File: config.mk
export PLATFORM = sky130hd
export DESIGN_NAME = coh_cmd_noc_top
export DESIGN_NICKNAME = d
export VERILOG_FILES = /design/src/logic/coh_noc_pkg.sv /design/src/logic/coh_cmd_noc_top.sv /design/src/logic/lce_cmd_packet_encode.sv /design/src/logic/wormhole_flit_serialize.sv /design/src/logic/wormhole_hop.sv /design/src/logic/wormhole_packet_assemble.sv
export SDC_FILE = /design/constraint.sdc
export NUM_CORES = 1
export LEC_CHECK = 0
export ABC_AREA = 1
export BUFFER_PORTS_ARGS = -buffer_cell sky130_fd_sc_hd__buf_2
export CAP_MARGIN = 10
export CELL_PAD_IN_SITES_DETAIL_PLACEMENT = 1
export CELL_PAD_IN_SITES_GLOBAL_PLACEMENT = 2
export CORE_MARGIN = 4
export CORE_UTILIZATION = 35
export CTS_CLUSTER_DIAMETER = 100
export CTS_CLUSTER_SIZE = 40
export DETAILED_ROUTE_END_ITERATION = 8
export PLACE_DENSITY = 0.72
export REMOVE_ABC_BUFFERS = 1
export SLEW_MARGIN = 25
export SYNTH_ARGS = -nofsm -noshare
export SYNTH_HDL_FRONTEND = slang
export SYNTH_SLANG_ARGS = --single-unit
File: constraint.sdc
create_clock -name clk_i -period 8.95 [get_ports clk_i]
set_input_delay 0.4475 -clock clk_i [delete_from_list [all_inputs] [get_ports clk_i]]
set_output_delay 0.4475 -clock clk_i [all_outputs]
set_load 0.005 [all_outputs]
File: src/logic/coh_noc_pkg.sv
// coherence network package with command codes, field widths and packet layout
`default_nettype none

package coh_noc_pkg;

  localparam int lce_cmd_type_width_c = 3;
  localparam int coh_cord_width_c     = 3;  // up to 8 lces.
  localparam int coh_len_width_c      = 4;  // flits after the header.
  localparam int lce_addr_width_c     = 32;
  localparam int lce_data_width_c     = 64;
  localparam int lce_uc_data_width_c  = 32; // low part kept by uc_data.

  // codes 6 and 7 are illegal
  typedef enum logic [lce_cmd_type_width_c-1:0] {
    e_lce_cmd_sync           = 3'd0,
    e_lce_cmd_set_tag        = 3'd1,
    e_lce_cmd_invalidate_tag = 3'd2,
    e_lce_cmd_writeback      = 3'd3,
    e_lce_cmd_data           = 3'd4,
    e_lce_cmd_uc_data        = 3'd5
  } lce_cmd_type_e;

  localparam int lce_cmd_payload_width_c =
    lce_cmd_type_width_c + coh_cord_width_c + lce_addr_width_c + lce_data_width_c;
  localparam int lce_cmd_packet_width_c =
    coh_cord_width_c + coh_len_width_c + lce_cmd_payload_width_c;

  // bit positions inside the packet, low bits first.
  localparam int coh_cord_lsb_c        = 0;
  localparam int coh_len_lsb_c         = coh_cord_lsb_c + coh_cord_width_c;
  localparam int lce_cmd_payload_lsb_c = coh_len_lsb_c + coh_len_width_c;
  localparam int lce_cmd_type_lsb_c    = lce_cmd_payload_lsb_c;
  localparam int lce_cmd_dst_lsb_c     = lce_cmd_type_lsb_c + lce_cmd_type_width_c;
  localparam int lce_cmd_addr_lsb_c    = lce_cmd_dst_lsb_c + coh_cord_width_c;
  localparam int lce_cmd_data_lsb_c    = lce_cmd_addr_lsb_c + lce_addr_width_c;

  // ceiling of a over b.
  function automatic int cdiv(input int a, input int b);
    return (a + b - 1) / b;
  endfunction

endpackage

`default_nettype wire

File: src/logic/coh_cmd_noc_top.sv
// coherence command network slice from encoder through the hop chain to reassembly
`default_nettype none

module coh_cmd_noc_top #(
  parameter int num_lce_p   = 4,
  parameter int noc_width_p = 32
) (
  input  logic                                                   clk_i,
  input  logic                                                   reset_i,
  input  logic                                                   cmd_v_i,
  input  logic [coh_noc_pkg::lce_cmd_type_width_c-1:0]           cmd_type_i,
  input  logic [coh_noc_pkg::coh_cord_width_c-1:0]               cmd_dst_i,
  input  logic [coh_noc_pkg::lce_addr_width_c-1:0]               cmd_addr_i,
  input  logic [coh_noc_pkg::lce_data_width_c-1:0]               cmd_data_i,
  output logic                                                   busy_o,
  output logic                                                   bad_cmd_o,
  output logic [num_lce_p-1:0]                                   cmd_v_o,
  output logic [num_lce_p-1:0][coh_noc_pkg::lce_cmd_type_width_c-1:0] cmd_type_o,
  output logic [num_lce_p-1:0][coh_noc_pkg::lce_addr_width_c-1:0] cmd_addr_o,
  output logic [num_lce_p-1:0][coh_noc_pkg::lce_data_width_c-1:0] cmd_data_o
);
  import coh_noc_pkg::*;

  logic [lce_cmd_packet_width_c-1:0]      packet;
  logic [coh_len_width_c-1:0]             len;
  logic                                   legal;
  logic [num_lce_p:0]                     flit_v;      // entry k feeds hop k.
  logic [num_lce_p:0][noc_width_p-1:0]    flit;
  logic [num_lce_p-1:0]                   eject_v;
  logic [num_lce_p-1:0][noc_width_p-1:0]  eject_flit;

  lce_cmd_packet_encode #(
    .num_lce_p   (num_lce_p),
    .noc_width_p (noc_width_p)
  ) encode_i (
    .cmd_type_i (cmd_type_i),
    .cmd_dst_i  (cmd_dst_i),
    .cmd_addr_i (cmd_addr_i),
    .cmd_data_i (cmd_data_i),
    .packet_o   (packet),
    .len_o      (len),
    .legal_o    (legal)
  );

  wormhole_flit_serialize #(
    .noc_width_p (noc_width_p)
  ) serialize_i (
    .clk_i     (clk_i),
    .reset_i   (reset_i),
    .cmd_v_i   (cmd_v_i),
    .packet_i  (packet),
    .len_i     (len),
    .legal_i   (legal),
    .busy_o    (busy_o),
    .bad_cmd_o (bad_cmd_o),
    .flit_v_o  (flit_v[0]),
    .flit_o    (flit[0])
  );

  // the last hop's forward side ends in flit_v[num_lce_p] and stays idle
  for (genvar k = 0; k < num_lce_p; k++) begin : g_hop
    wormhole_hop #(
      .noc_width_p (noc_width_p),
      .hop_id_p    (k)
    ) hop_i (
      .clk_i        (clk_i),
      .reset_i      (reset_i),
      .flit_v_i     (flit_v[k]),
      .flit_i       (flit[k]),
      .fwd_v_o      (flit_v[k+1]),
      .fwd_flit_o   (flit[k+1]),
      .eject_v_o    (eject_v[k]),
      .eject_flit_o (eject_flit[k])
    );
  end

  wormhole_packet_assemble #(
    .num_lce_p   (num_lce_p),
    .noc_width_p (noc_width_p)
  ) assemble_i (
    .clk_i        (clk_i),
    .reset_i      (reset_i),
    .eject_v_i    (eject_v),
    .eject_flit_i (eject_flit),
    .cmd_v_o      (cmd_v_o),
    .cmd_type_o   (cmd_type_o),
    .cmd_addr_o   (cmd_addr_o),
    .cmd_data_o   (cmd_data_o)
  );

endmodule

`default_nettype wire

File: src/logic/lce_cmd_packet_encode.sv
// command encoder that forms a wormhole packet with cord, length and legality flag
`default_nettype none

module lce_cmd_packet_encode #(
  parameter int num_lce_p   = 4,
  parameter int noc_width_p = 32
) (
  input  logic [coh_noc_pkg::lce_cmd_type_width_c-1:0]   cmd_type_i,
  input  logic [coh_noc_pkg::coh_cord_width_c-1:0]       cmd_dst_i,
  input  logic [coh_noc_pkg::lce_addr_width_c-1:0]       cmd_addr_i,
  input  logic [coh_noc_pkg::lce_data_width_c-1:0]       cmd_data_i,
  output logic [coh_noc_pkg::lce_cmd_packet_width_c-1:0] packet_o,
  output logic [coh_noc_pkg::coh_len_width_c-1:0]        len_o,
  output logic                                           legal_o
);
  import coh_noc_pkg::*;

  // flits after the header for each kind of command
  localparam int cmd_len_lp =
    cdiv(lce_cmd_packet_width_c - lce_data_width_c, noc_width_p) - 1;
  localparam int data_len_lp =
    cdiv(lce_cmd_packet_width_c, noc_width_p) - 1;
  localparam int uc_data_len_lp =
    cdiv(lce_cmd_packet_width_c - (lce_data_width_c - lce_uc_data_width_c), noc_width_p) - 1;

  logic [lce_data_width_c-1:0] data_masked;
  logic                        type_known;
  logic                        dst_in_range;

  assign dst_in_range = (int'(cmd_dst_i) < num_lce_p);
  assign legal_o      = type_known & dst_in_range;

  always_comb begin
    type_known  = 1'b1;
    data_masked = cmd_data_i;
    len_o       = '0;
    case (lce_cmd_type_e'(cmd_type_i))
      e_lce_cmd_sync,
      e_lce_cmd_set_tag,
      e_lce_cmd_invalidate_tag,
      e_lce_cmd_writeback: begin
        data_masked = '0;  // no data travels.
        len_o       = coh_len_width_c'(cmd_len_lp);
      end
      e_lce_cmd_data: begin
        len_o = coh_len_width_c'(data_len_lp);
      end
      e_lce_cmd_uc_data: begin
        data_masked[lce_data_width_c-1:lce_uc_data_width_c] = '0;  // upper half is cut off.
        len_o = coh_len_width_c'(uc_data_len_lp);
      end
      default: begin
        type_known = 1'b0;
      end
    endcase
  end

  // illegal commands give an all-zero packet
  always_comb begin
    packet_o = '0;
    if (legal_o) begin
      packet_o[coh_cord_lsb_c +: coh_cord_width_c]         = cmd_dst_i;  // route by dst_id.
      packet_o[coh_len_lsb_c +: coh_len_width_c]           = len_o;
      packet_o[lce_cmd_type_lsb_c +: lce_cmd_type_width_c] = cmd_type_i;
      packet_o[lce_cmd_dst_lsb_c +: coh_cord_width_c]      = cmd_dst_i;
      packet_o[lce_cmd_addr_lsb_c +: lce_addr_width_c]     = cmd_addr_i;
      packet_o[lce_cmd_data_lsb_c +: lce_data_width_c]     = data_masked;
    end
  end

endmodule

`default_nettype wire

File: src/logic/wormhole_flit_serialize.sv
// packet serializer that sends a legal packet as one flit per cycle, header first
`default_nettype none

module wormhole_flit_serialize #(
  parameter int noc_width_p = 32
) (
  input  logic                                           clk_i,
  input  logic                                           reset_i,
  input  logic                                           cmd_v_i,
  input  logic [coh_noc_pkg::lce_cmd_packet_width_c-1:0] packet_i,
  input  logic [coh_noc_pkg::coh_len_width_c-1:0]        len_i,
  input  logic                                           legal_i,
  output logic                                           busy_o,
  output logic                                           bad_cmd_o,
  output logic                                           flit_v_o,
  output logic [noc_width_p-1:0]                         flit_o
);
  import coh_noc_pkg::*;

  localparam int num_flits_lp   = cdiv(lce_cmd_packet_width_c, noc_width_p);
  localparam int shift_width_lp = num_flits_lp * noc_width_p;

  logic [shift_width_lp-1:0]  shift_r;
  logic [coh_len_width_c-1:0] remain_r;  // flits left after the current one.
  logic                       busy_r;
  logic                       bad_r;
  logic                       accept;
  logic                       load;

  assign accept = cmd_v_i & ~busy_r;
  assign load   = accept & legal_i;

  always_ff @(posedge clk_i) begin
    if (reset_i) begin
      busy_r   <= 1'b0;
      bad_r    <= 1'b0;
      remain_r <= '0;
    end else begin
      bad_r <= accept & ~legal_i;  // one cycle pulse, nothing is sent.
      if (load) begin
        busy_r   <= 1'b1;
        remain_r <= len_i;
      end else if (busy_r) begin
        if (remain_r == '0) begin
          busy_r <= 1'b0;  // last flit goes out this cycle.
        end else begin
          remain_r <= remain_r - 1'b1;
        end
      end
    end
  end

  // lowest bits leave first
  always_ff @(posedge clk_i) begin
    if (load) begin
      shift_r <= shift_width_lp'(packet_i);
    end else if (busy_r) begin
      shift_r <= shift_r >> noc_width_p;
    end
  end

  assign busy_o    = busy_r;
  assign bad_cmd_o = bad_r;
  assign flit_v_o  = busy_r;
  assign flit_o    = shift_r[noc_width_p-1:0];

endmodule

`default_nettype wire

File: src/logic/wormhole_hop.sv
// wormhole chain hop that forwards or ejects whole packets by the header cord
`default_nettype none

module wormhole_hop #(
  parameter int noc_width_p = 32,
  parameter int hop_id_p    = 0
) (
  input  logic                   clk_i,
  input  logic                   reset_i,
  input  logic                   flit_v_i,
  input  logic [noc_width_p-1:0] flit_i,
  output logic                   fwd_v_o,
  output logic [noc_width_p-1:0] fwd_flit_o,
  output logic                   eject_v_o,
  output logic [noc_width_p-1:0] eject_flit_o
);
  import coh_noc_pkg::*;

  logic                       active_r;    // inside a packet body.
  logic                       to_eject_r;  // route held for the body.
  logic [coh_len_width_c-1:0] remain_r;
  logic [noc_width_p-1:0]     flit_r;
  logic                       fwd_v_r;
  logic                       eject_v_r;
  logic                       hdr_mine;
  logic [coh_len_width_c-1:0] hdr_len;
  logic                       steer_eject;

  assign hdr_mine    = (flit_i[coh_cord_lsb_c +: coh_cord_width_c]
                        == coh_cord_width_c'(hop_id_p));
  assign hdr_len     = flit_i[coh_len_lsb_c +: coh_len_width_c];
  assign steer_eject = active_r ? to_eject_r : hdr_mine;

  always_ff @(posedge clk_i) begin
    if (reset_i) begin
      active_r   <= 1'b0;
      to_eject_r <= 1'b0;
      remain_r   <= '0;
      fwd_v_r    <= 1'b0;
      eject_v_r  <= 1'b0;
    end else begin
      fwd_v_r   <= flit_v_i & ~steer_eject;
      eject_v_r <= flit_v_i & steer_eject;
      if (flit_v_i) begin
        if (!active_r) begin
          // header flit opens the worm
          active_r   <= (hdr_len != '0);
          remain_r   <= hdr_len;
          to_eject_r <= hdr_mine;
        end else begin
          remain_r <= remain_r - 1'b1;
          if (remain_r == coh_len_width_c'(1)) begin
            active_r <= 1'b0;  // tail flit closes it.
          end
        end
      end
    end
  end

  always_ff @(posedge clk_i) begin
    if (flit_v_i) begin
      flit_r <= flit_i;
    end
  end

  assign fwd_v_o      = fwd_v_r;
  assign fwd_flit_o   = flit_r;
  assign eject_v_o    = eject_v_r;
  assign eject_flit_o = flit_r;

endmodule

`default_nettype wire

File: src/logic/wormhole_packet_assemble.sv
// per-destination reassembly of ejected flits into registered command outputs
`default_nettype none

module wormhole_packet_assemble #(
  parameter int num_lce_p   = 4,
  parameter int noc_width_p = 32
) (
  input  logic                                                   clk_i,
  input  logic                                                   reset_i,
  input  logic [num_lce_p-1:0]                                   eject_v_i,
  input  logic [num_lce_p-1:0][noc_width_p-1:0]                  eject_flit_i,
  output logic [num_lce_p-1:0]                                   cmd_v_o,
  output logic [num_lce_p-1:0][coh_noc_pkg::lce_cmd_type_width_c-1:0] cmd_type_o,
  output logic [num_lce_p-1:0][coh_noc_pkg::lce_addr_width_c-1:0] cmd_addr_o,
  output logic [num_lce_p-1:0][coh_noc_pkg::lce_data_width_c-1:0] cmd_data_o
);
  import coh_noc_pkg::*;

  localparam int num_flits_lp = cdiv(lce_cmd_packet_width_c, noc_width_p);
  localparam int buf_width_lp = num_flits_lp * noc_width_p;

  for (genvar k = 0; k < num_lce_p; k++) begin : g_slot
    logic [buf_width_lp-1:0]           buf_r;
    logic [buf_width_lp-1:0]           buf_n;
    logic [lce_cmd_packet_width_c-1:0] pkt_n;
    logic [coh_len_width_c-1:0]        remain_r;
    logic [coh_len_width_c-1:0]        idx_r;     // slot of the next body flit.
    logic [coh_len_width_c-1:0]        idx_n;
    logic [coh_len_width_c-1:0]        hdr_len;
    logic                              active_r;
    logic                              pkt_last;
    logic                              v_r;
    logic [lce_cmd_type_width_c-1:0]   type_r;
    logic [lce_addr_width_c-1:0]       addr_r;
    logic [lce_data_width_c-1:0]       data_r;

    assign hdr_len  = eject_flit_i[k][coh_len_lsb_c +: coh_len_width_c];
    assign idx_n    = active_r ? idx_r : '0;
    assign pkt_last = eject_v_i[k]
                      & (active_r ? (remain_r == coh_len_width_c'(1)) : (hdr_len == '0));

    // a header starts from a clean buffer, so bits never sent read as zero
    always_comb begin
      buf_n = active_r ? buf_r : '0;
      buf_n[idx_n * noc_width_p +: noc_width_p] = eject_flit_i[k];
    end

    assign pkt_n = buf_n[lce_cmd_packet_width_c-1:0];

    always_ff @(posedge clk_i) begin
      if (reset_i) begin
        active_r <= 1'b0;
        remain_r <= '0;
        idx_r    <= '0;
        v_r      <= 1'b0;
      end else begin
        v_r <= pkt_last;  // one pulse per packet.
        if (eject_v_i[k]) begin
          if (!active_r) begin
            active_r <= (hdr_len != '0);
            remain_r <= hdr_len;
            idx_r    <= coh_len_width_c'(1);
          end else begin
            remain_r <= remain_r - 1'b1;
            idx_r    <= idx_r + 1'b1;
            if (remain_r == coh_len_width_c'(1)) begin
              active_r <= 1'b0;
            end
          end
        end
      end
    end

    always_ff @(posedge clk_i) begin
      if (eject_v_i[k]) begin
        buf_r <= buf_n;
      end
      if (pkt_last) begin
        type_r <= pkt_n[lce_cmd_type_lsb_c +: lce_cmd_type_width_c];
        addr_r <= pkt_n[lce_cmd_addr_lsb_c +: lce_addr_width_c];
        data_r <= pkt_n[lce_cmd_data_lsb_c +: lce_data_width_c];
      end
    end

    assign cmd_v_o[k]    = v_r;
    assign cmd_type_o[k] = type_r;
    assign cmd_addr_o[k] = addr_r;
    assign cmd_data_o[k] = data_r;
  end

endmodule

`default_nettype wire

==> metrics.yaml, run 1 <==
status: "complete, no violations"
cts_tree: "yes"
worst_path_most_repeated_cell: "inv_1"
core_sq_um: 126000
num_vias: 28344
worst_slew_pin_slew_ns: 1.04
rr_startpoint: "g_hop[2].hop_i.eject_v_o"
yosysSeqAreaShare_pct: 72.5
whs_ns: 0.0548
worstSkewPairLatency_ns: 0.69
p_int_mw: 6.80
clock_path_buffers: 3
synth_top_family_by_area: "simple AND/OR/NAND/NOR gates"
synth_xor_area_share_pct: 0.406
setup_viol: 0
clock_skew_ns: 0.0620
reg2reg_depth: 6
fp.dieArea_sq_um: 134000
rrSetupSlack_ns: 4.79
syn-cell-area_sq_um: 44700
antenna_found_initial: 17
grt.total_usage_pct: 18.6
rr_endpoint: "assemble_i.g_slot[2].addr_r[24]"
power_frac_comb_pct: 1.8
area_growth_pct: 13.4
dpl.hpwl_um: 86300
synth.distinct_cells: 48
power.total_mw: 8.70
criticalPathCategory: "reg -> reg"
drt-total-wl_um: 127000
grt_pass1_vias: 28570
ios: 507
nNetsFinal: 4390
cts_sinks: 1106
worstPathCellList: "buf_4, inv_1, nor2_1, inv_1, o22ai_4, buf_6"
wl_per_cell_um: 21.4
p_switching_mw: 1.90
grt_max_degree: 89
die_h_um: 365
firstDrtPassIters: 5
startpoint_type: "flop"
yosysWarnings: 0
power_leakage_nw: 20.9
irDropWorstVdd_uv: 124
cts_resized: 0
grt.overflow.total: 0
final_cell_mix: "nand2_1, edfxtp_1, buf_2, inv_1, nand3_1"
worstHoldStart: "cmd_addr_i[1]"
critPathMaxFanout: 80
htree_levels: 2
ys_ff_latch: 1106
syn_inst: 3831
async_reset_ff_share_pct: 0
rsz0062_at_grt: "no"
synth-simple-area-share_pct: 15.5
postRouteAntennaNets: 0
p_clk_share_pct: 32.9
cts_buffers: 43
hold_path_class: "in -> reg"
drv_cap: 0
finalCriticalPeriod_ns: 4.16
maxSlewHeadroom_pct: 30.8
synth_compound_area_share_pct: 4.55
drcViolationCount: 0
slowest_delay_ns: 0.82
cp.required_ns: 9.25
cts_setup_buffers: 0
cp.arrival_ns: 4.46
seq_power_share_pct: 65.3
max_freq_ghz: 0.240
final_common_cell: "nand2_1"
final.setup.tns_ns: 0
hold_depth: 3
cp-end-kind: "flop"
rows: 130
drt_iter0_drc: 2433
synth_mux_area_share_pct: 0
numPortBuffers: 506
synth_edf_count: 1029
dieWidth_um: 365
final.period_utilization_pct: 46.5
vias_per_cell: 4.77
hold_violations: 0
holdPathEnd: "serialize_i.shift_r[14]"
power_density_nw_per_um2: 172
path_clk_slew_ns: 0.13
grt_pass1_wl_um: 187000
slowest_stage: "dfxtp_4"
layout-drive-gt1-share_pct: 16.6
avgSynthCellArea_sq_um: 11.7
synth_ff_type: "edfxtp_1"
switching_share_pct: 21.8
gp_congestion: 0.763
cts-root-buf: "clkbuf_16"
synthAdderAreaFrac_pct: 0.811
maxSlewViolCount: 0
cts_hold_buf: 26
start_util_pct: 35.4
## state kept, by name, summed over array words and instances (netlist names)
register and count:
assemble_i.g_slot.buf_r 396, assemble_i.g_slot.data_r 256, assemble_i.g_slot.addr_r 128, g_hop.hop_i.eject_flit_o 128, serialize_i.shift_r 109, assemble_i.g_slot.idx_r 16, assemble_i.g_slot.remain_r 16, g_hop.hop_i.remain_r 16
assemble_i.g_slot.type_r 12, assemble_i.g_slot.active_r 4, assemble_i.g_slot.v_r 4, g_hop.hop_i.active_r 4, g_hop.hop_i.eject_v_o 4, g_hop.hop_i.to_eject_r 4, serialize_i.remain_r 4, g_hop.hop_i.fwd_v_o 3
serialize_i.bad_cmd_o 1, serialize_i.busy_o 1
## area by class of cell
class                   instances  area, sq um
fillers                     13789        75500
diodes                          1         2.50
multi-input cells            2070         9640
clock buffers                  50         1160
clock inverters                28          444
well taps                    1650         2060
inverters                     462         1740
flip-flops and latches       1106        32500
repair buffers                573         3210
## power groups by stage
stage / combinational (mW) / clock (mW) / sequential (mW)
floorplan: 0.0832 / 0 / 5.79
global placement: 0.149 / 0 / 5.80
detailed placement: 0.153 / 0 / 5.80
CTS: 0.162 / 2.96 / 5.69
global route: 0.181 / 3.12 / 5.69
finish: 0.158 / 2.86 / 5.68
## per-layer routing
metal / vias to the layer above / global-route usage (%) / share of wire, %
met5: - / 0 / 0
met4: 0 / 4.65 / 2.4
met3: 105 / 3.95 / 6.7
met2: 678 / 30.5 / 47
met1: 13915 / 25.4 / 44
li1: 13646 / - / -
## stage by stage
| step | area [sq um] | setup WS, ns | util [%] | cells |
|---|---|---|---|---|
| after global routing | 50700 | 4.52 | 40.2 | 5939 |
| after floorplan | 43700 | 0.0928 | - | 3638 |
| after CTS | 50600 | 4.47 | 40.1 | 5933 |
| after detailed placement | 48700 | 4.49 | 38.6 | 5829 |
| final | 50700 | 4.79 | 40.2 | 5940 |
| after global placement | 48700 | 4.55 | 38.6 | 5829 |
## Yosys cell counts (3+ instances only)
| master | instances | area [sq um] |
|---|---|---|
| a21oi_1 | 52 | 260 |
| a221oi_1 | 4 | 35.0 |
| a22o_1 | 32 | 280 |
| a31oi_1 | 4 | 25.0 |
| and3_1 | 4 | 25.0 |
| buf_1 | 12 | 45.0 |
| buf_2 | 47 | 235 |
| buf_4 | 32 | 240 |
| buf_6 | 15 | 169 |
| clkbuf_1 | 84 | 315 |
| clkbuf_2 | 3 | 15.0 |
| clkinv_1 | 4 | 15.0 |
| dfxtp_1 | 77 | 1540 |
| edfxtp_1 | 1029 | 30900 |
| ha_1 | 29 | 363 |
| inv_1 | 456 | 1710 |
| nand2_1 | 1237 | 4640 |
| nand2_2 | 21 | 131 |
| nand2_4 | 6 | 67.6 |
| nand3_1 | 234 | 1170 |
| nand3_2 | 3 | 30.0 |
| nand4_1 | 35 | 219 |
| nor2_1 | 83 | 312 |
| nor2_2 | 7 | 43.8 |
| nor2_4 | 6 | 67.6 |
| nor2_8 | 3 | 60.1 |
| nor3_1 | 13 | 65.1 |
| o211ai_1 | 7 | 52.6 |
| o21ai_0 | 160 | 801 |
| o21ai_1 | 74 | 370 |
| o21ai_2 | 10 | 87.6 |
| o221ai_1 | 4 | 35.0 |
| o22ai_1 | 9 | 56.3 |
| xor2_1 | 15 | 131 |
## worst max path at each step
stage / slack, ns / startpoint / endpoint / cells after the start
floorplan: 0.09 / g_hop[0].hop_i.eject_v_o / assemble_i.g_slot[0].addr_r[0] / 4
global placement: 4.55 / g_hop[1].hop_i.eject_v_o / assemble_i.g_slot[1].data_r[34] / 6
detailed placement: 4.49 / g_hop[1].hop_i.eject_v_o / assemble_i.g_slot[1].data_r[26] / 6
CTS: 4.47 / g_hop[1].hop_i.eject_v_o / assemble_i.g_slot[1].data_r[51] / 6
global route: 4.52 / g_hop[2].hop_i.eject_v_o / assemble_i.g_slot[2].addr_r[8] / 6
finish: 4.79 / g_hop[2].hop_i.eject_v_o / assemble_i.g_slot[2].addr_r[24] / 6
## worst max-delay path, delay by kind of cell (launching register included)
family | cells | cell delay, ns
buffers and inverters | 4 | 1.79
flip-flops | 1 | 0.82
AO/OA/AOI/OAI | 1 | 0.70
AND/OR/NAND/NOR | 1 | 0.21
## logic make-up (layout without fill, tap and decap cells)
| kind of cell | after synthesis | count (layout) |
|---|---|---|
| flops | 1106 | 1106 |
| other cells | 0 | 1 |
| fa+ha+maj | 29 | 29 |
| simple gates | 1662 | 1662 |
| buf+inv | 655 | 1113 |
| xor+xnor | 19 | 19 |
| compound gates | 360 | 360 |
Note: power is estimated with default switching activity, not from simulation.
==> inputs of run 2 (changes only) <==
--- a/config.mk
+++ b/config.mk
@@ -15,7 +15,7 @@
 export CTS_CLUSTER_DIAMETER = 100
 export CTS_CLUSTER_SIZE = 40
 export DETAILED_ROUTE_END_ITERATION = 8
-export PLACE_DENSITY = 0.72
+export PLACE_DENSITY = 0.69
 export REMOVE_ABC_BUFFERS = 1
 export SLEW_MARGIN = 25
 export SYNTH_ARGS = -nofsm -noshare
==> constraint.sdc (replaced) <==
create_clock -name clk_i -period 4.2 [get_ports clk_i]
set_input_delay 0.21 -clock clk_i [delete_from_list [all_inputs] [get_ports clk_i]]
set_output_delay 0.21 -clock clk_i [all_outputs]
set_load 0.005 [all_outputs]
==> run 2 against run 1 <==
  * Fmax up 36%
  * First-iteration DRC count down 2.5%
  * Flip-flop and latch count unchanged
  * Highest routed layer unchanged
==> metrics.yaml, run 2 (same netlist as run 1, synthesis figures left out) <==
hold_path_class: "in -> reg"  # unchanged
ios: 507  # unchanged
core_sq_um: 126000  # unchanged
rrSetupSlack_ns: 1.13  # was 4.79 ns
hold_depth: 4  # was 3
fin_util_pct: 41.0  # was 40.2%
critPathMaxFanout: 28  # was 80
postRouteAntennaNets: 0  # unchanged
rr_endpoint: "assemble_i.g_slot[0].addr_r[7]"  # was assemble_i.g_slot[2].addr_r[24]
power_frac_comb_pct: 2.1  # was 1.8%
num_vias: 28612  # was 28344
grt_pass1_wl_um: 190000  # was 187000 um
seq_power_share_pct: 64.2  # was 65.3%
reg_top3: "assemble_i.g_slot.buf_r x396, assemble_i.g_slot.data_r x256"  # unchanged
design_area_sq_um: 51700  # was 50700 sq um
numPortBuffers: 506  # unchanged
p_int_mw: 14.6  # was 6.80 mW
cp.required_ns: 4.62  # was 9.25 ns
clock_skew_ns: 0.0627  # was 0.0620 ns
nNetsFinal: 4480  # was 4390
power.total_mw: 18.9  # was 8.70 mW
gp_congestion: 0.761  # was 0.763
p_clk_share_pct: 33.7  # was 32.9%
dpl.hpwl_um: 86000  # was 86300 um
cts_buffers: 45  # was 43
cts_tree: "yes"  # unchanged
area_growth_pct: 15.6  # was 13.4%
worstSkewPairLatency_ns: 0.69  # about the same
hold_violations: 0  # unchanged
rsz0062_at_grt: "no"  # unchanged
max_freq_ghz: 0.326  # was 0.240 GHz
drt-total-wl_um: 128000  # was 127000 um
instances_no_fill: 6031  # was 5940
grt_pass1_vias: 29047  # was 28570
dr_wl_met2_um: 60900  # was 60100 um
power_density_nw_per_um2: 365  # was 172 nW/um^2
path_clk_slew_ns: 0.12  # was 0.13 ns
irDropWorstVdd_uv: 280  # was 124 uV
grt_max_degree: 81  # was 89
largest_register: "assemble_i.g_slot.buf_r"  # unchanged
largest_reg_flops: 396  # unchanged
fp.dieArea_sq_um: 134000  # unchanged
met1_length_um: 55800  # about the same
clock_path_buffers: 3  # unchanged
worstHoldStart: "cmd_type_i[2]"  # was cmd_addr_i[1]
dieWidth_um: 365  # unchanged
final_common_cell: "nand2_1"  # unchanged
switching_share_pct: 22.6  # was 21.8%
maxSlewHeadroom_pct: 32.7  # was 30.8%
wl_per_cell_um: 21.2  # was 21.4 um
holdPathEnd: "serialize_i.shift_r[3]"  # was serialize_i.shift_r[14]
startpoint_type: "flop"  # unchanged
place_area_sq_um: 48900  # was 48700 sq um
highest_layer: "met4"  # unchanged
criticalPathCategory: "reg -> reg"  # unchanged
die_h_um: 365  # unchanged
cts-root-buf: "clkbuf_16"  # unchanged
final_cell_mix: "nand2_1, edfxtp_1, buf_2, inv_1, nand3_1"  # unchanged
firstDrtPassIters: 5  # unchanged
rows: 130  # unchanged
placedCellCount: 5846  # was 5829
grt.total_usage_pct: 18.8  # was 18.6%
cp-end-kind: "flop"  # unchanged
drt_iter0_drc: 2372  # was 2433
drcViolationCount: 0  # unchanged
final.period_utilization_pct: 73.0  # was 46.5%
drv_cap: 0  # unchanged
power_leakage_nw: 21.3  # was 20.9 nW
start_util_pct: 35.4  # unchanged
cts_sinks: 1106  # unchanged
cp.arrival_ns: 3.49  # was 4.46 ns
met3_length_um: 9050  # was 8520 um
finalCriticalPeriod_ns: 3.07  # was 4.16 ns
worst_slew_pin_slew_ns: 1.01  # was 1.04 ns
status: "complete, no violations"  # unchanged
final.setup.tns_ns: 0  # unchanged
grt.overflow.total: 0  # unchanged
antenna_found_initial: 8  # was 17
p_switching_mw: 4.26  # was 1.90 mW
reg2reg_depth: 9  # was 6
htree_levels: 2  # unchanged
maxSlewViolCount: 0  # unchanged
vias_per_cell: 4.74  # was 4.77
layout-drive-gt1-share_pct: 16.6  # about the same
rr_startpoint: "assemble_i.g_slot[0].active_r"  # was g_hop[2].hop_i.eject_v_o
setup_viol: 0  # unchanged
==> run 2: changes by cell type in the layout (fill, tap and decap cells not counted), moves of 3 or more <==
| cell | before | now |
|---|---|---|
| buf_12 | 2 | 8 |
| buf_16 | 3 | 0 |
| buf_4 | 31 | 43 |
| clkinv_16 | 4 | 7 |
| clkinv_8 | 2 | 7 |
| dlygate4sd3_1 | 26 | 102 |
==> run 2: how the worst max path moves through the flow <==
| stage | slack [ns] | cells after the start | start | endpoint |
|---|---|---|---|---|
| after global placement | 0.96 | 7 | assemble_i.g_slot[1].active_r | assemble_i.g_slot[1].data_r[19] |
| after detailed placement | 0.87 | 7 | assemble_i.g_slot[1].active_r | assemble_i.g_slot[1].data_r[19] |
| after CTS | 0.87 | 7 | assemble_i.g_slot[1].active_r | assemble_i.g_slot[1].data_r[19] |
| after floorplan | -4.66 | 4 | g_hop[0].hop_i.eject_v_o | assemble_i.g_slot[0].addr_r[0] |
| final | 1.13 | 9 | assemble_i.g_slot[0].active_r | assemble_i.g_slot[0].addr_r[7] |
| after global routing | 0.75 | 10 | assemble_i.g_slot[0].active_r | assemble_i.g_slot[0].buf_r[8] |
==> run 2: layout make-up <==
cell class	instances	area, sq um
clock buffer	47	1130
multi-input combinational	2070	9620
sequential	1106	32500
timing repair buffer	661	4060
tap	1650	2060
inverter	462	1740
antenna	1	2.50
clock inverter	34	609
fill	13737	74500
==> run 2: through the flow <==
| stage | hold slack [ns] | setup slack, ns |
|---|---|---|
| floorplan | 0.279 | -4.66 |
| CTS | 0.0227 | 0.868 |
| detailed placement | 0.406 | 0.866 |
| global placement | 0.402 | 0.964 |
| finish | 0.0838 | 1.13 |
| global route | 0.0941 | 0.752 |
==> run 2: power by group through the flow <==
stage          registers [mW]  logic [mW]  clock network (mW)
2_1_floorplan            12.3       0.177                   0
3_3_place_gp             12.4       0.321                   0
3_5_place_dp             12.4       0.328                   0
4_1_cts                  12.1       0.402                6.59
5_1_grt                  12.1       0.453                6.96
6_report                 12.1       0.397                6.35
==> run 2: worst max-delay path, cell delays in order (launching register included) <==
cell and delay (ns):
dfxtp_4 0.58, nand2_2 0.15, ha_1 0.35, inv_1 0.13
nand3_1 0.11, a21oi_2 0.12, buf_4 0.28, nand3_1 0.75
nand2_1 0.26, nand2_1 0.09
==> run 2: timing repair <==
action | in CTS | in global routing
gates resized for setup | 0 | 0
hold buffers | 102 | 0
endpoints found under the hold margin | 104 | 0
setup buffers | 0 | 0
==> run 2: metal layers <==
layer  vias up  track usage, %
met5         -               0
li1      13809               -
met3        77            4.08
met1     14039            25.7
met4         0            3.61
met2       687            31.2
